`src/include/dcache_macros.svh`:
```
`ifndef DCACHE_MACROS_SVH
`define DCACHE_MACROS_SVH

// Cache geometry.
`define DC_WAYS      4
`define DC_SETS      16
`define DC_LINE_BITS 512

// Address split as tag | index | offset.
`define DC_TAG_BITS  22
`define DC_IDX_BITS  4
`define DC_OFS_BITS  6

`endif

```
`src/hw/dcache_pkg.sv`:
```
`default_nettype none
`include "dcache_macros.svh"

package dcache_pkg;

    // Byte-lane mask of a load.
    typedef logic [3:0] read_type_t;

    localparam read_type_t RT_BYTE = 4'b0001;
    localparam read_type_t RT_HALF = 4'b0011;
    localparam read_type_t RT_WORD = 4'b1111;

    // One-hot way select where all zero means none.
    typedef logic [`DC_WAYS-1:0] way_t;

    typedef logic [`DC_LINE_BITS-1:0] line_t;

    typedef struct packed {
        logic                    valid;
        logic [`DC_TAG_BITS-1:0] tag;
    } tag_entry_t;

endpackage

`default_nettype wire

```
`src/hw/dcache_sram.sv`:
```
`timescale 1ns/1ps
`default_nettype none

module dcache_sram #(
    parameter type entry_t = logic [31:0],
    parameter int  depth   = 16
) (
    input  wire logic                     clk,
    input  wire logic                     rst,
    input  wire logic                     rd_en,
    input  wire logic [$clog2(depth)-1:0] rd_index,
    output entry_t                        rd_data,
    input  wire logic                     wr_en,
    input  wire logic [$clog2(depth)-1:0] wr_index,
    input  wire entry_t                   wr_data
);

    entry_t mem [depth];

    // Read gets the old entry on a same-index write.
    always_ff @(posedge clk) begin
        if (rst) begin
            for (int i = 0; i < depth; i++) begin
                mem[i] <= '0;
            end
            rd_data <= '0;
        end else begin
            if (wr_en) begin
                mem[wr_index] <= wr_data;
            end
            if (rd_en) begin
                rd_data <= mem[rd_index]; // Held while idle.
            end
        end
    end

endmodule

`default_nettype wire

```
`src/hw/dcache_tag_lookup.sv`:
```
`timescale 1ns/1ps
`default_nettype none
`include "dcache_macros.svh"

module dcache_tag_lookup
    import dcache_pkg::*;
(
    input  wire logic                    clk,
    input  wire logic                    rst,
    input  wire logic                    rd_en,
    input  wire logic [`DC_IDX_BITS-1:0] rd_index,
    input  wire logic [`DC_TAG_BITS-1:0] cmp_tag,
    input  wire logic                    fill_en,
    input  wire logic [`DC_IDX_BITS-1:0] fill_index,
    input  wire logic [`DC_TAG_BITS-1:0] fill_tag,
    output way_t                         hit_way,
    output way_t                         fill_way
);

    localparam int ptr_bits = $clog2(`DC_WAYS);

    tag_entry_t              rd_entry [`DC_WAYS];
    tag_entry_t              fill_entry;
    logic [`DC_TAG_BITS-1:0] cmp_tag_q;
    logic [ptr_bits-1:0]     rr_ptr [`DC_SETS];

    assign fill_entry = '{valid: 1'b1, tag: fill_tag};

    for (genvar w = 0; w < `DC_WAYS; w++) begin : g_way
        dcache_sram #(
            .entry_t (tag_entry_t),
            .depth   (`DC_SETS)
        ) i_tag_ram (
            .clk      (clk),
            .rst      (rst),
            .rd_en    (rd_en),
            .rd_index (rd_index),
            .rd_data  (rd_entry[w]),
            .wr_en    (fill_en && fill_way[w]),
            .wr_index (fill_index),
            .wr_data  (fill_entry)
        );
    end

    // Tag travels alongside the array read.
    always_ff @(posedge clk) begin
        if (rd_en) begin
            cmp_tag_q <= cmp_tag;
        end
    end

    always_comb begin
        for (int w = 0; w < `DC_WAYS; w++) begin
            hit_way[w] = rd_entry[w].valid && (rd_entry[w].tag == cmp_tag_q);
        end
    end

    // Round-robin victim per set.
    assign fill_way = way_t'(1) << rr_ptr[fill_index];

    always_ff @(posedge clk) begin
        if (rst) begin
            for (int s = 0; s < `DC_SETS; s++) begin
                rr_ptr[s] <= '0;
            end
        end else if (fill_en) begin
            rr_ptr[fill_index] <= rr_ptr[fill_index] + 1'b1; // Wraps after the last way.
        end
    end

endmodule

`default_nettype wire

```
`config.mk`:
```
export PLATFORM = sky130hd
export DESIGN_NAME = dcache_tag_lookup
export DESIGN_NICKNAME = d
export VERILOG_FILES = /design/src/hw/dcache_pkg.sv /design/src/hw/dcache_sram.sv /design/src/hw/dcache_tag_lookup.sv
export VERILOG_INCLUDE_DIRS = /design/src /design/src/include
export SDC_FILE = /design/constraint.sdc
export NUM_CORES = 2
export LEC_CHECK = 0
export ABC_AREA = 1
export BUFFER_PORTS_ARGS = -buffer_cell sky130_fd_sc_hd__buf_2
export CAP_MARGIN = 20
export CELL_PAD_IN_SITES_DETAIL_PLACEMENT = 0
export CELL_PAD_IN_SITES_GLOBAL_PLACEMENT = 1
export CORE_ASPECT_RATIO = 1.25
export CORE_MARGIN = 4
export CORE_UTILIZATION = 45
export CTS_CLUSTER_SIZE = 25
export DETAILED_ROUTE_END_ITERATION = 10
export GPL_TIMING_DRIVEN = 0
export PLACE_DENSITY_LB_ADDON = 0.1
export SYNTH_ARGS = -nofsm -noshare
export SYNTH_HDL_FRONTEND = slang
export SYNTH_HIERARCHICAL = 1
export SYNTH_SLANG_ARGS = --single-unit
```
`constraint.sdc`:
```
create_clock -name clk -period 2.8 [get_ports clk]
set_input_delay 0.14 -clock clk [delete_from_list [all_inputs] [get_ports clk]]
set_output_delay 0.14 -clock clk [all_outputs]
set_load 0.02 [all_outputs]
```
==> flow_summary.yaml <==
run_status:
  outcome: "finished, final reports clean"
clocking:
  clockBufferDepth: 3
  cts_root_buffer: "sky130_fd_sc_hd__clkbuf_16"
  worstSkewPairLatency_ns: 0.81
  clock_sinks: 1618
  clkTransAtPathRegs_ns: 0.06
  cts_tree: "yes"
  cts_buffers: 166
  htree_levels: 4
route:
  dr_total_vias: 57600
  route.detailed.vias_per_inst: 5.47
  number_of_remaining_drc_errors: 0
  drt.antenna.violating_nets: 0
  routed_wl_mm: 255
  first_pass_iters: 7
  detailedRoute.firstIterationViolations: 5564
  routedWlPerCell_um: 24.2
synth:
  post_synth_num_cell_types: 32
  ys.flop_type: "sky130_fd_sc_hd__edfxtp_1"
  synth-edff-count: 1526
  synth_cells: 7778
  number_of_synthesized_register_bits: 1618
  synth.top_cells.by_count: "sky130_fd_sc_hd__nand2_1 (2198), sky130_fd_sc_hd__nor2_1 (1660), sky130_fd_sc_hd__edfxtp_1 (1526), sky130_fd_sc_hd__nand3_1 (1234), sky130_fd_sc_hd__inv_1 (261)"
  synth_async_reset_ratio_pct: 0
  synthTopCellsByArea: "sky130_fd_sc_hd__edfxtp_1 (62%), sky130_fd_sc_hd__nand2_1 (11%), sky130_fd_sc_hd__nor2_1 (8.4%)"
  post-synth-top-count-cell: "sky130_fd_sc_hd__nand2_1"
  synth_top_area_share_pct: 61.8
  total_standard_cell_area_after_synthesis_mm2: 0.0741
  synth_seq_area_share_pct: 64.3
  synth_warnings: 6
  synthesis.area_per_instance_um2: 9.53
  synth_top_area_cell: "sky130_fd_sc_hd__edfxtp_1"
place:
  placedInstanceArea_mm2: 0.0775
  number_of_cells_in_the_design_after_placement: 10000
  setup_slack_at_placement_ns: -2.01
  numPortBuffers: 62
  gpl.final_weighted_congestion: 0.881
  detailedPlacementHpwl_mm: 175
die:
  placement_rows: 166
  die_height_um: 462
  die_w_um: 371
  die-area_mm2: 0.171
  initial_utilization_pct: 45.3
  ios: 64
  placeableCoreArea_mm2: 0.164
timing:
  setup_total_negative_slack_ns: 0
  final_cycle_utilization_of_the_critical_path_pct: 98.9
  finClkSkew_ns: 0.0188
  hold_ws_ns: 0.0487
  slew_violations: 0
  rsz_0062_raised_after_global_routing: "true"
  clock.fmax_mhz: 361
  setup_viol: 0
  tightestPinTransition_ns: 1.20
  slew_headroom_pct: 19.7
  postLayoutSetupSlackWorst_ns: 0.0321
  timing_hold_violations_final: 0
  final_period_minus_worst_setup_slack_ns: 2.77
finish:
  layout.cell_area.non_filler_mm2: 0.0860
  finish.cell_count_without_fillers: 10500
  drive_gt1_share_pct: 12.8
  finish.net_count: 8273
  postLayoutCoreUtil_pct: 52.6
  layout.filler_cells: 15200
  areaGrowthSynthToFinish_pct: 16.1
pwr:
  design_power_total_mw: 54.2
  ir_drop_mv: 0.633
  switching_share_pct: 25.1
  power.net_switching_mw: 13.6
  cellPowerDensity_mw_per_mm2: 630
  internal_power_mw: 40.6
  leakage_nw: 35.6
  p_clk_share_pct: 39.0
  power.share.combinational_pct: 9.9
  pwr-share-seq_pct: 51.1
critical_path:
  worstPathCellList: "inv_1 > nand2_1 > o21ai_0 > nor2_1 > nand2_1 > nor2_1 > nand2_1 > nor2_2 > buf_2"
  timing.setup.critical_path_class: "register to primary output"
  worstPathRequired_ns: 2.66
  slowest_stage_delay_cp_ns: 0.56
  critPathCaptureType: "primary output"
  timing.critical_path.arrival_ns: 2.63
  worst_path_most_repeated_cell: "sky130_fd_sc_hd__nand2_1"
  critPathLaunchType: "register"
  cpMaxStageDelayCell: "sky130_fd_sc_hd__edfxtp_1"
  worstPathMaxFanout: 4
run:
  maxCapViolCount: 0
global_route:
  globalRouteTotalUtil_pct: 29.2
  grt_start_max_net_pins: 27
  gr-total-overflow: 0
  grt_antenna_before_repair: 6
  grt_pass1_vias: 55100
  grt_pass1_wl_mm: 363
hold_path:
  hold_path.class: "primary input to register"
## power by group through the flow
stage                     clock, mW  sequential (mW)  combinational, mW
after floorplan                   0             28.1               2.81
after global routing           22.4             27.8               5.74
after detailed placement          0             28.2               4.82
final                          21.1             27.7               5.38
after CTS                      21.5             27.7               5.23
after global placement            0             28.2               4.73
## critical path, delay by kind of cell, from the launching register on
| kind | cells | cell delay (ns) |
|---|---|---|
| flops | 1 | 0.56 |
| compound gates | 1 | 0.08 |
| buf+inv | 2 | 0.41 |
| simple gates | 6 | 0.76 |
## routing by layer
layer / GRT usage [%] / up-vias / wire, µm
met5: 0 / - / 0
met4: 12.9 / 0 / 11900
met3: 3.84 / 485 / 17900
met2: 49.4 / 2231 / 124000
met1: 37.8 / 28200 / 101000
li1: - / 26600 / -
## cell type report
class / count / area (µm²) / area share (%)
Buffer: 560 / 3310 / 3.85
Sequential cell: 1618 / 47700 / 55.4
Clock inverter: 90 / 564 / 0.656
Clock buffer: 204 / 4490 / 5.22
Inverter: 278 / 1070 / 1.25
Antenna cell: 4 / 10.0 / 0.0116
Multi-Input combinational cell: 5371 / 24000 / 27.9
Tap cell: 2184 / 2730 / 3.18
Timing Repair Buffer: 218 / 2210 / 2.57
## final timing paths
kind | endpoint | slack [ns] | from | depth (start not counted)
worst max-delay path | hit_way[3] | 0.03 | cmp_tag_q[15] | 9
worst max register to register | g_way[1].i_tag_ram/mem[12][1] | 0.06 | rr_ptr[9][1] | 15
worst min-delay path | cmp_tag_q[14] | 0.05 | cmp_tag[14] | 2
worst min register to register | g_way[3].i_tag_ram/rd_data[17] | 0.56 | g_way[3].i_tag_ram/rd_data[17] | 4
## sequential cells by signal (all words and copies together), names as in the netlist
register	cells
g_way.i_tag_ram/mem	1472
g_way.i_tag_ram/rd_data	92
rr_ptr	32
cmp_tag_q	22
## cell usage in the layout (no fill, tap or decap), types with 44 or more instances in the layout
cell,count
sky130_fd_sc_hd__nor2_2,80
sky130_fd_sc_hd__nand3_1,1210
sky130_fd_sc_hd__clkinv_1,44
sky130_fd_sc_hd__buf_2,226
sky130_fd_sc_hd__nand2_4,62
sky130_fd_sc_hd__clkbuf_1,188
sky130_fd_sc_hd__nand2_1,2112
sky130_fd_sc_hd__buf_4,179
sky130_fd_sc_hd__nor2_1,1653
sky130_fd_sc_hd__nand2_2,50
sky130_fd_sc_hd__buf_6,68
sky130_fd_sc_hd__inv_1,257
sky130_fd_sc_hd__nand2_8,45
sky130_fd_sc_hd__buf_1,47
sky130_fd_sc_hd__edfxtp_1,1526
sky130_fd_sc_hd__dfxtp_1,92
sky130_fd_sc_hd__clkbuf_16,172
## cell families after synthesis
group / after synthesis / synth area share (%)
XOR/XNOR: 29 / 0.343
AND/OR/NAND/NOR: 5240 / 29.4
AO/OA/AOI/OAI: 48 / 0.346
buffers and inverters: 838 / 5.54
adder cells (fa/ha/maj): 4 / 0.0675
flip-flops: 1618 / 64.3
other: 1 / 0.00506
## timing repair
item                                     CTS  global route
buffers inserted                          76            26
resized for setup                        273            80
hold endpoints to repair                  84             0
gates cloned                              40             9
pin swaps                                  9            12
hold buffers                              40             0
endpoints found under the setup margin  2094          1251
(Power assumes the default switching activity.)
