**config.mk**
```make
export PLATFORM = sky130hd
export DESIGN_NAME = dcache_miss_ctrl
export DESIGN_NICKNAME = d
export VERILOG_FILES = /design/src/hw/dcache_pkg.sv /design/src/hw/dcache_miss_ctrl.sv
export VERILOG_INCLUDE_DIRS = /design/src /design/src/include
export SDC_FILE = /design/constraint.sdc
export NUM_CORES = 1
export LEC_CHECK = 0
export ABC_AREA = 1
export BUFFER_PORTS_ARGS = -buffer_cell sky130_fd_sc_hd__buf_2
export CAP_MARGIN = 30
export CORE_ASPECT_RATIO = 0.8
export CORE_MARGIN = 2
export CORE_UTILIZATION = 54
export CTS_CLUSTER_DIAMETER = 200
export CTS_CLUSTER_SIZE = 30
export DETAILED_ROUTE_END_ITERATION = 8
export HOLD_SLACK_MARGIN = 0.1
export PLACE_DENSITY = 0.86
export SLEW_MARGIN = 25
export SYNTH_ARGS = -nofsm -noshare
export SYNTH_HDL_FRONTEND = slang
export SYNTH_SLANG_ARGS = --single-unit
```
**constraint.sdc**
```tcl
create_clock -name clk -period 7.3 [get_ports clk]
set_input_delay 1.825 -clock clk [delete_from_list [all_inputs] [get_ports clk]]
set_output_delay 1.825 -clock clk [all_outputs]
set_load 0.01 [all_outputs]
```
**src/include/dcache_macros.svh**
```systemverilog
`ifndef DCACHE_MACROS_SVH
`define DCACHE_MACROS_SVH

// Cache geometry.
`define DC_WAYS      4
`define DC_SETS      16
`define DC_LINE_BITS 512

// Address split as tag | index | offset.
`define DC_TAG_BITS  22
`define DC_IDX_BITS  4
`define DC_OFS_BITS  6

`endif

```
**src/hw/dcache_pkg.sv**
```systemverilog
`default_nettype none
`include "dcache_macros.svh"

package dcache_pkg;

    // Byte-lane mask of a load.
    typedef logic [3:0] read_type_t;

    localparam read_type_t RT_BYTE = 4'b0001;
    localparam read_type_t RT_HALF = 4'b0011;
    localparam read_type_t RT_WORD = 4'b1111;

    // One-hot way select where all zero means none.
    typedef logic [`DC_WAYS-1:0] way_t;

    typedef logic [`DC_LINE_BITS-1:0] line_t;

    typedef struct packed {
        logic                    valid;
        logic [`DC_TAG_BITS-1:0] tag;
    } tag_entry_t;

endpackage

`default_nettype wire

```
**src/hw/dcache_miss_ctrl.sv**
```systemverilog
`timescale 1ns/1ps
`default_nettype none
`include "dcache_macros.svh"

module dcache_miss_ctrl
    import dcache_pkg::*;
(
    input  wire logic                    clk,
    input  wire logic                    rst,
    input  wire logic                    req,
    input  wire logic [31:0]             addr,
    input  wire read_type_t              read_type,
    input  wire logic                    signed_ext,
    output logic                         busy,
    output logic                         rd_en,
    output logic [`DC_IDX_BITS-1:0]      rd_index,
    output logic [`DC_TAG_BITS-1:0]      cmp_tag,
    input  wire way_t                    hit_way,
    output logic                         fill_en,
    output logic [`DC_IDX_BITS-1:0]      fill_index,
    output logic [`DC_TAG_BITS-1:0]      fill_tag,
    output logic                         refill_req,
    output logic [31:0]                  refill_addr,
    input  wire logic                    refill_valid,
    output logic [31:0]                  s2_addr,
    output read_type_t                   s2_read_type,
    output logic                         s2_signed_ext,
    output logic                         data_sel,
    output logic                         rsp_load,
    output logic                         rsp_valid
);

    typedef enum logic [1:0] {ST_IDLE, ST_WAIT, ST_RESPOND, ST_REPLAY} state_t;

    state_t      state;
    logic        s1_valid, s2_valid, h_valid;
    logic [31:0] s1_addr, h_addr;
    read_type_t  s1_type, h_type;
    logic        s1_sext, h_sext;
    logic        miss;
    logic        flow;

    assign miss = (state == ST_IDLE) && s2_valid && !(|hit_way);
    // Pipeline advances on a hit cycle and when the held request is replayed.
    assign flow = ((state == ST_IDLE) && !miss) || (state == ST_REPLAY);

    assign rd_en    = flow && s1_valid;
    assign rd_index = s1_addr[`DC_OFS_BITS +: `DC_IDX_BITS];
    assign cmp_tag  = s1_addr[31 -: `DC_TAG_BITS];

    assign fill_en     = (state == ST_WAIT) && refill_valid;
    assign fill_index  = s2_addr[`DC_OFS_BITS +: `DC_IDX_BITS];
    assign fill_tag    = s2_addr[31 -: `DC_TAG_BITS];
    assign refill_addr = {s2_addr[31:`DC_OFS_BITS], {`DC_OFS_BITS{1'b0}}};

    assign rsp_load = ((state == ST_IDLE) && s2_valid && !miss) || (state == ST_RESPOND);
    assign data_sel = (state != ST_RESPOND); // Refill line answers the miss.

    always_ff @(posedge clk) begin
        if (rst) begin
            state      <= ST_IDLE;
            s1_valid   <= 1'b0;
            s2_valid   <= 1'b0;
            h_valid    <= 1'b0;
            busy       <= 1'b0;
            refill_req <= 1'b0;
            rsp_valid  <= 1'b0;
        end else begin
            rsp_valid  <= rsp_load;
            refill_req <= miss;
            case (state)
                ST_IDLE: begin
                    if (miss) begin
                        state <= ST_WAIT;
                        busy  <= 1'b1;
                    end
                end
                ST_WAIT:    if (refill_valid) state <= ST_RESPOND;
                ST_RESPOND: state <= ST_REPLAY;
                default: begin
                    state <= ST_IDLE;
                    busy  <= 1'b0;
                end
            endcase
            if (flow) begin
                s2_valid <= s1_valid;
                s1_valid <= h_valid || req;
                h_valid  <= 1'b0;
            end else if (req) begin
                // Only in the miss cycle, behind a frozen pipeline.
                if (s1_valid) begin
                    h_valid <= 1'b1;
                end else begin
                    s1_valid <= 1'b1;
                end
            end
        end
    end

    always_ff @(posedge clk) begin
        if (flow) begin
            s2_addr       <= s1_addr;
            s2_read_type  <= s1_type;
            s2_signed_ext <= s1_sext;
            s1_addr       <= h_valid ? h_addr : addr;
            s1_type       <= h_valid ? h_type : read_type;
            s1_sext       <= h_valid ? h_sext : signed_ext;
        end else if (req && s1_valid) begin
            h_addr <= addr;
            h_type <= read_type;
            h_sext <= signed_ext;
        end else if (req) begin
            s1_addr <= addr;
            s1_type <= read_type;
            s1_sext <= signed_ext;
        end
    end

endmodule

`default_nettype wire

```
==> reports/qor.yml, run 1 <==
power_and_ir_drop:
  power.density_nw_per_um2: 380
  total_power_uw: 2250
  leakagePower_uw: 0.00265
  ir_worst_vdd_mv: 0.274
synth:
  syn_area_per_cell_sq_um: 13.0
  synthCells: 378
  synth_compound_area_share_pct: 0.915
  synth_edf_count: 111
  synth_top_family_by_area: "buffers and inverters"
  ys_warn_count: 0
  async_reset_ff_share_pct: 0
  synthXorXnorAreaFrac_pct: 0
  synth-simple-area-share_pct: 11.8
  ys_seq_area_share_pct: 71.0
  synthMuxAreaShare_pct: 0
  synthAdderAreaFrac_pct: 1.02
  synthFlopType: "edfxtp_1"
  syn_area_sq_um: 4920
  ys_types: 21
  ys_ff_latch: 119
clock_network:
  clock_latency_ps: 410
  cts_buffer_depth: 2
  cts_tree: "yes"
  numCtsBuffers: 17
  postCtsSetupBuffers: 0
  cts.repair.resized: 0
  root_buffer: "clkbuf_16"
  htreeDepth: 4
  path_clk_slew_ps: 60
  clock_sinks: 119
  cts_hold_buf: 0
setup_path:
  cp-startpoint: "hit_way[2]"
  crit_path_end_kind: "output port"
  path_cells: "buf_2, nor2_1, nand3_2, nand2_2, nand2_4, buf_12, nand2_1, inv_1, buf_2"
  start_kind: "input port"
  cpPeakStageDelay_ps: 270
  worst_r2r_endpoint: "s1_addr[23]"
  crit_cells: 9
  slowest_stage: "buf_12"
  critPathMaxFanout: 53
  cp_common_cell: "buf_2"
  cp.arrival_ps: 3120
  cp.required_ps: 5480
  rr_startpoint: "state[0]"
  crit_family: "simple AND/OR/NAND/NOR gates"
  crit_buf_inv: 4
  regToRegSetupSlack_ps: 4500
  r2r_cells: 11
  critPathKind: "input port to output port"
  crit_path_end: "rd_en"
drt:
  vias: 2978
  firstDrtPassIters: 4
  wl_per_cell_um: 15.1
  drc_errors: 0
  wl_mm: 9.11
  routed_via_density: 4.94
  ant_nets: 0
  drt_first_iter_violations: 141
finish:
  fillerInstances: 662
  layout-drive-gt1-share_pct: 42.8
  fin_area_sq_um: 5930
  stdcell_count: 603
  final_net_count: 524
  antenna_cells: 0
  utilization_pct: 66.2
  area_growth_pct: 20.5
grt:
  grt_pass1_wl_mm: 13.7
  antenna_found_initial: 0
  grt_pass1_vias: 2768
  grt_max_degree: 80
  grt.total_usage_pct: 18.6
  overflow: 0
placed_design:
  hpwlAfterDp_mm: 5.67
  portBuffers: 166
  dp.cells: 570
  gp_congestion: 0.794
  dpl_cell_area_sq_um: 5270
sta:
  clock_skew_ps: 9.52
  fmax_mhz: 202
  post-route-min-period_ps: 4950
  setup_viol: 0
  worstMarginPinSlew_ps: 806
  timing.setup.tns_ps: 0
  hold_violations: 0
  max_slew_margin_pct: 46.2
  rsz0062_at_grt: "no"
  slew_violations: 0
  min_period_over_period_pct: 67.8
flow_run:
  drv_cap: 0
die:
  die_h_um: 89.4
  dieArea_sq_um: 9900
  initial_utilization_pct: 55.0
  io_pins: 173
  coreArea_sq_um: 8960
  die_w_um: 111
  rows: 31
status:
  status: "completed"
hold_path:
  hold_path.class: "register to register"
==> cell usage after synthesis, types with 3 or more instances <==
library cell	n	area, sq um
edfxtp_1	111	3330
nand3_1	40	200
buf_4	84	631
nand2_1	88	330
nand2_2	3	18.8
inv_1	11	41.3
buf_6	3	33.8
nor2_1	5	18.8
a21oi_1	5	25.0
buf_1	3	11.3
buf_2	4	20.0
dfxtp_1	8	160
ha_1	4	50.1
==> state kept, by name (all words and copies together), names as in the netlist, 2 cells and up <==
signal	cells
s1_type	4
h_addr	32
s2_read_type	4
h_type	4
state	2
s1_addr	32
s2_addr	32
==> per-stage QoR <==
step	setup slack, ps	hold WS (ps)
after floorplan	2330	400
after global placement	2220	401
after detailed placement	2140	405
after CTS	2140	418
after global routing	2240	426
final	2350	418
==> metal layers <==
layer	routed length [um]	track usage, %
met5	0	0
met3	822	8.20
met1	3510	20.6
met2	4670	32.1
met4	108	8.30
==> worst min-delay path by stage <==
stage	endpoint	start	slack, ps	depth (start not counted)
2_1_floorplan	s2_addr[0]	s1_addr[0]	400	0
3_3_place_gp	s2_addr[5]	s1_addr[5]	400	0
3_5_place_dp	s2_signed_ext	s1_sext	410	0
4_1_cts	s2_read_type[1]	s1_type[1]	420	0
5_1_grt	s2_signed_ext	s1_sext	430	0
6_report	s2_addr[1]	s1_addr[1]	420	0
==> placed cells by master, fill, tap and decap left out <==
master and count:
edfxtp_1 111, buf_2 166, bufinv_16 4, buf_16 1, nand2_2 2, nand3_2 1
dfxtp_1 7, buf_4 1, inv_2 1, o21ai_4 1, clkinv_4 3, conb_1 6
o211ai_1 1, inv_1 11, nand3_1 40, a21oi_1 5, nor2_1 4, dfxtp_2 1
buf_12 1, ha_1 4, o31ai_1 1, clkbuf_16 17, inv_6 6, nand2_1 88
nand2_4 1, clkinvlp_4 2, nor3_1 1, nor2_4 1
==> area by class of cell <==
| type | count | area [sq um] | area share (%) |
|---|---|---|---|
| Inverter | 12 | 45.0 | 0.759 |
| Tap cell | 115 | 144 | 2.43 |
| Clock inverter | 15 | 214 | 3.61 |
| Sequential cell | 119 | 3490 | 58.9 |
| Timing Repair Buffer | 169 | 886 | 14.9 |
| Clock buffer | 17 | 425 | 7.17 |
| Multi-Input combinational cell | 156 | 724 | 12.2 |
==> logic make-up (layout without fill, tap and decap cells) <==
logic type                 after synthesis  count (layout)
AOI/OAI and AO/OA                        8               8
other                                    1               6
and+or+nand+nor                        138             138
adders and majority gates                4               4
buffers and inverters                  108             213
DFF                                    119             119
==> where the power goes <==
group / switching, uW / total [uW] / internal (uW) / leakage [uW]
Clock: 313 / 892 / 579 / 0.000306
Combinational: 261 / 413 / 152 / 0.00116
Sequential: 54.7 / 948 / 893 / 0.00118
Power figures use the tool's default switching activity.
==> run 2, diff against run 1 <==
Settings changed: CORE_UTILIZATION 54 to 50, PLACE_DENSITY 0.86 to 0.8.
Clock period 7.3 ns to 5.2 ns, I/O delays scaled along.
==> reports/qor.yml, run 2 (synthesis results as in run 1) <==
status:
  status: "completed"  # unchanged
placed_design:
  dpl_worst_slack_ps: 1410  # was 2140 ps
  portBuffers: 166  # unchanged
  dpl_cell_area_sq_um: 5290  # was 5270 sq um
  dp.cells: 575  # was 570
  gp_congestion: 0.810  # was 0.794
  hpwlAfterDp_mm: 5.96  # was 5.67 mm
drt:
  wl_per_cell_um: 14.8  # was 15.1 um
  drc_errors: 0  # unchanged
  vias: 2943  # was 2978
  ant_nets: 0  # unchanged
  routed_via_density: 4.85  # was 4.94
  wl_mm: 9.00  # was 9.11 mm
  firstDrtPassIters: 5  # was 4
  drt_first_iter_violations: 193  # was 141
finish:
  final_common_cell: "buf_2"  # unchanged
  stdcell_count: 607  # was 603
  layout-drive-gt1-share_pct: 41.4  # was 42.8%
  top_regs: "h_addr x32, s1_addr x32, s2_addr x32"  # unchanged
  fillerInstances: 765  # was 662
  area_growth_pct: 17.5  # was 20.5%
  final_net_count: 524  # unchanged
  final_cell_mix: "166 x buf_2, 111 x edfxtp_1, 88 x nand2_1"  # unchanged
  antenna_cells: 0  # unchanged
  fin_area_sq_um: 5790  # was 5930 sq um
power_and_ir_drop:
  power_switching_uw: 825  # was 629 uW
  p_clk_share_pct: 33.9  # was 39.6%
  ir_worst_vdd_mv: 0.323  # was 0.274 mV
  leakagePower_uw: 0.00257  # was 0.00265 uW
  switching_share_pct: 28.6  # was 27.9%
  power_frac_seq_pct: 46.3  # was 42.1%
  power.density_nw_per_um2: 498  # was 380 nW/um^2
  pwr-share-comb_pct: 19.7  # was 18.3%
  p_int_uw: 2060  # was 1620 uW
sta:
  max_slew_margin_pct: 46.6  # was 46.2%
  post-route-min-period_ps: 3790
  min_period_over_period_pct: 72.9
  timing.setup.tns_ps: 0  # unchanged
  hold_violations: 0  # unchanged
  layout_setup_ws_ps: 1410  # was 2350 ps
  fmax_mhz: 264
  worstMarginPinSlew_ps: 801  # was 806 ps
  rsz0062_at_grt: "no"  # unchanged
  setup_viol: 0  # unchanged
  clock_skew_ps: 9.93  # was 9.52 ps
  slew_violations: 0  # unchanged
die:
  rows: 32  # was 31
  dieArea_sq_um: 10700  # was 9900 sq um
  die_h_um: 92.8  # was 89.4 um
  die_w_um: 115  # was 111 um
  io_pins: 173  # unchanged
  initial_utilization_pct: 51.2  # was 55.0%
  coreArea_sq_um: 9610  # was 8960 sq um
setup_path:
  crit_path_end_kind: "output port"  # unchanged
  cp.required_ps: 3900  # was 5480 ps
  start_kind: "input port"  # unchanged
  cp.arrival_ps: 2490  # was 3120 ps
  critPathKind: "input port to output port"  # unchanged
  critPathMaxFanout: 38  # was 53
  regToRegSetupSlack_ps: 2060  # was 4500 ps
clock_network:
  path_clk_slew_ps: 50  # was 60 ps
  clock_latency_ps: 400  # was 410 ps
  cts_hold_buf: 0  # unchanged
  numCtsBuffers: 17  # unchanged
  clock_sinks: 119  # unchanged
  root_buffer: "clkbuf_16"  # unchanged
  cts.repair.resized: 0  # unchanged
  cts_buffer_depth: 2  # unchanged
  htreeDepth: 4  # unchanged
  postCtsSetupBuffers: 0  # unchanged
  cts_tree: "yes"  # unchanged
grt:
  overflow: 0  # unchanged
  grt_pass1_vias: 2780  # was 2768
  grt_pass1_wl_mm: 13.8  # was 13.7 mm
  antenna_found_initial: 0  # unchanged
  grt_max_degree: 43  # was 80
  grt.total_usage_pct: 17.7  # was 18.6%
hold_path:
  hold_path.class: "register to register"  # unchanged
flow_run:
  drv_cap: 0  # unchanged
==> run 2: changes by cell type in the layout (fill, tap and decap cells not counted), moves of 3 or more <==
cell and delta:
bufinv_16 -4, clkinv_4 -3, clkinv_2 +5, clkbuf_1 +3, clkinv_1 +4, inv_6 -6
==> run 2: per-layer routing <==
metal	GRT usage, %	up-vias	share of wire, %
met4	9.34	0	1.1
met5	0	-	0
li1	-	1405	-
met3	4.78	10	8.2
met2	29.1	155	51
met1	21.2	1373	40
==> run 2: area by class of cell <==
class                           instances  area, sq um  share of cell area (%)
Multi-Input combinational cell        156          724                    12.5
Tap cell                              119          149                    2.57
Inverter                               12         45.0                   0.779
Clock inverter                         12         62.6                    1.08
Clock buffer                           20          437                    7.55
Sequential cell                       119         3490                    60.4
Timing Repair Buffer                  169          873                    15.1
==> run 2: path summary, 6_finish.rpt <==
path / cells past startpoint / start / to
max: 8 / hit_way[3] / rd_en
min: 0 / s1_addr[1] / s2_addr[1]
max reg2reg: 11 / state[0] / s1_addr[5]
min reg2reg: 0 / s1_addr[1] / s2_addr[1]
==> run 2: critical path, cell delays in order <==
cell	delay [ps]
buf_2	100
nor2_1	160
nand3_2	140
nand2_2	150
nand2_4	280
nand2_1	180
inv_1	50
buf_2	130
==> run 2: metrics by stage <==
| step | hold WS [ps] | util, % | total power [uW] |
|---|---|---|---|
| floorplan | 400 | - | 1830 |
| global placement | 402 | 54.7 | 1910 |
| detailed placement | 405 | 55.0 | 1930 |
| CTS | 412 | 60.2 | 2910 |
| global route | 415 | 60.2 | 3020 |
| finish | 411 | 60.2 | 2880 |
==> run 2: power by group through the flow <==
stage	clock [uW]	combinational, uW	sequential [uW]
3_5_place_dp	0	574	1350
6_report	979	568	1340
5_1_grt	1040	620	1360
3_3_place_gp	0	564	1350
2_1_floorplan	0	433	1390
4_1_cts	1000	575	1340
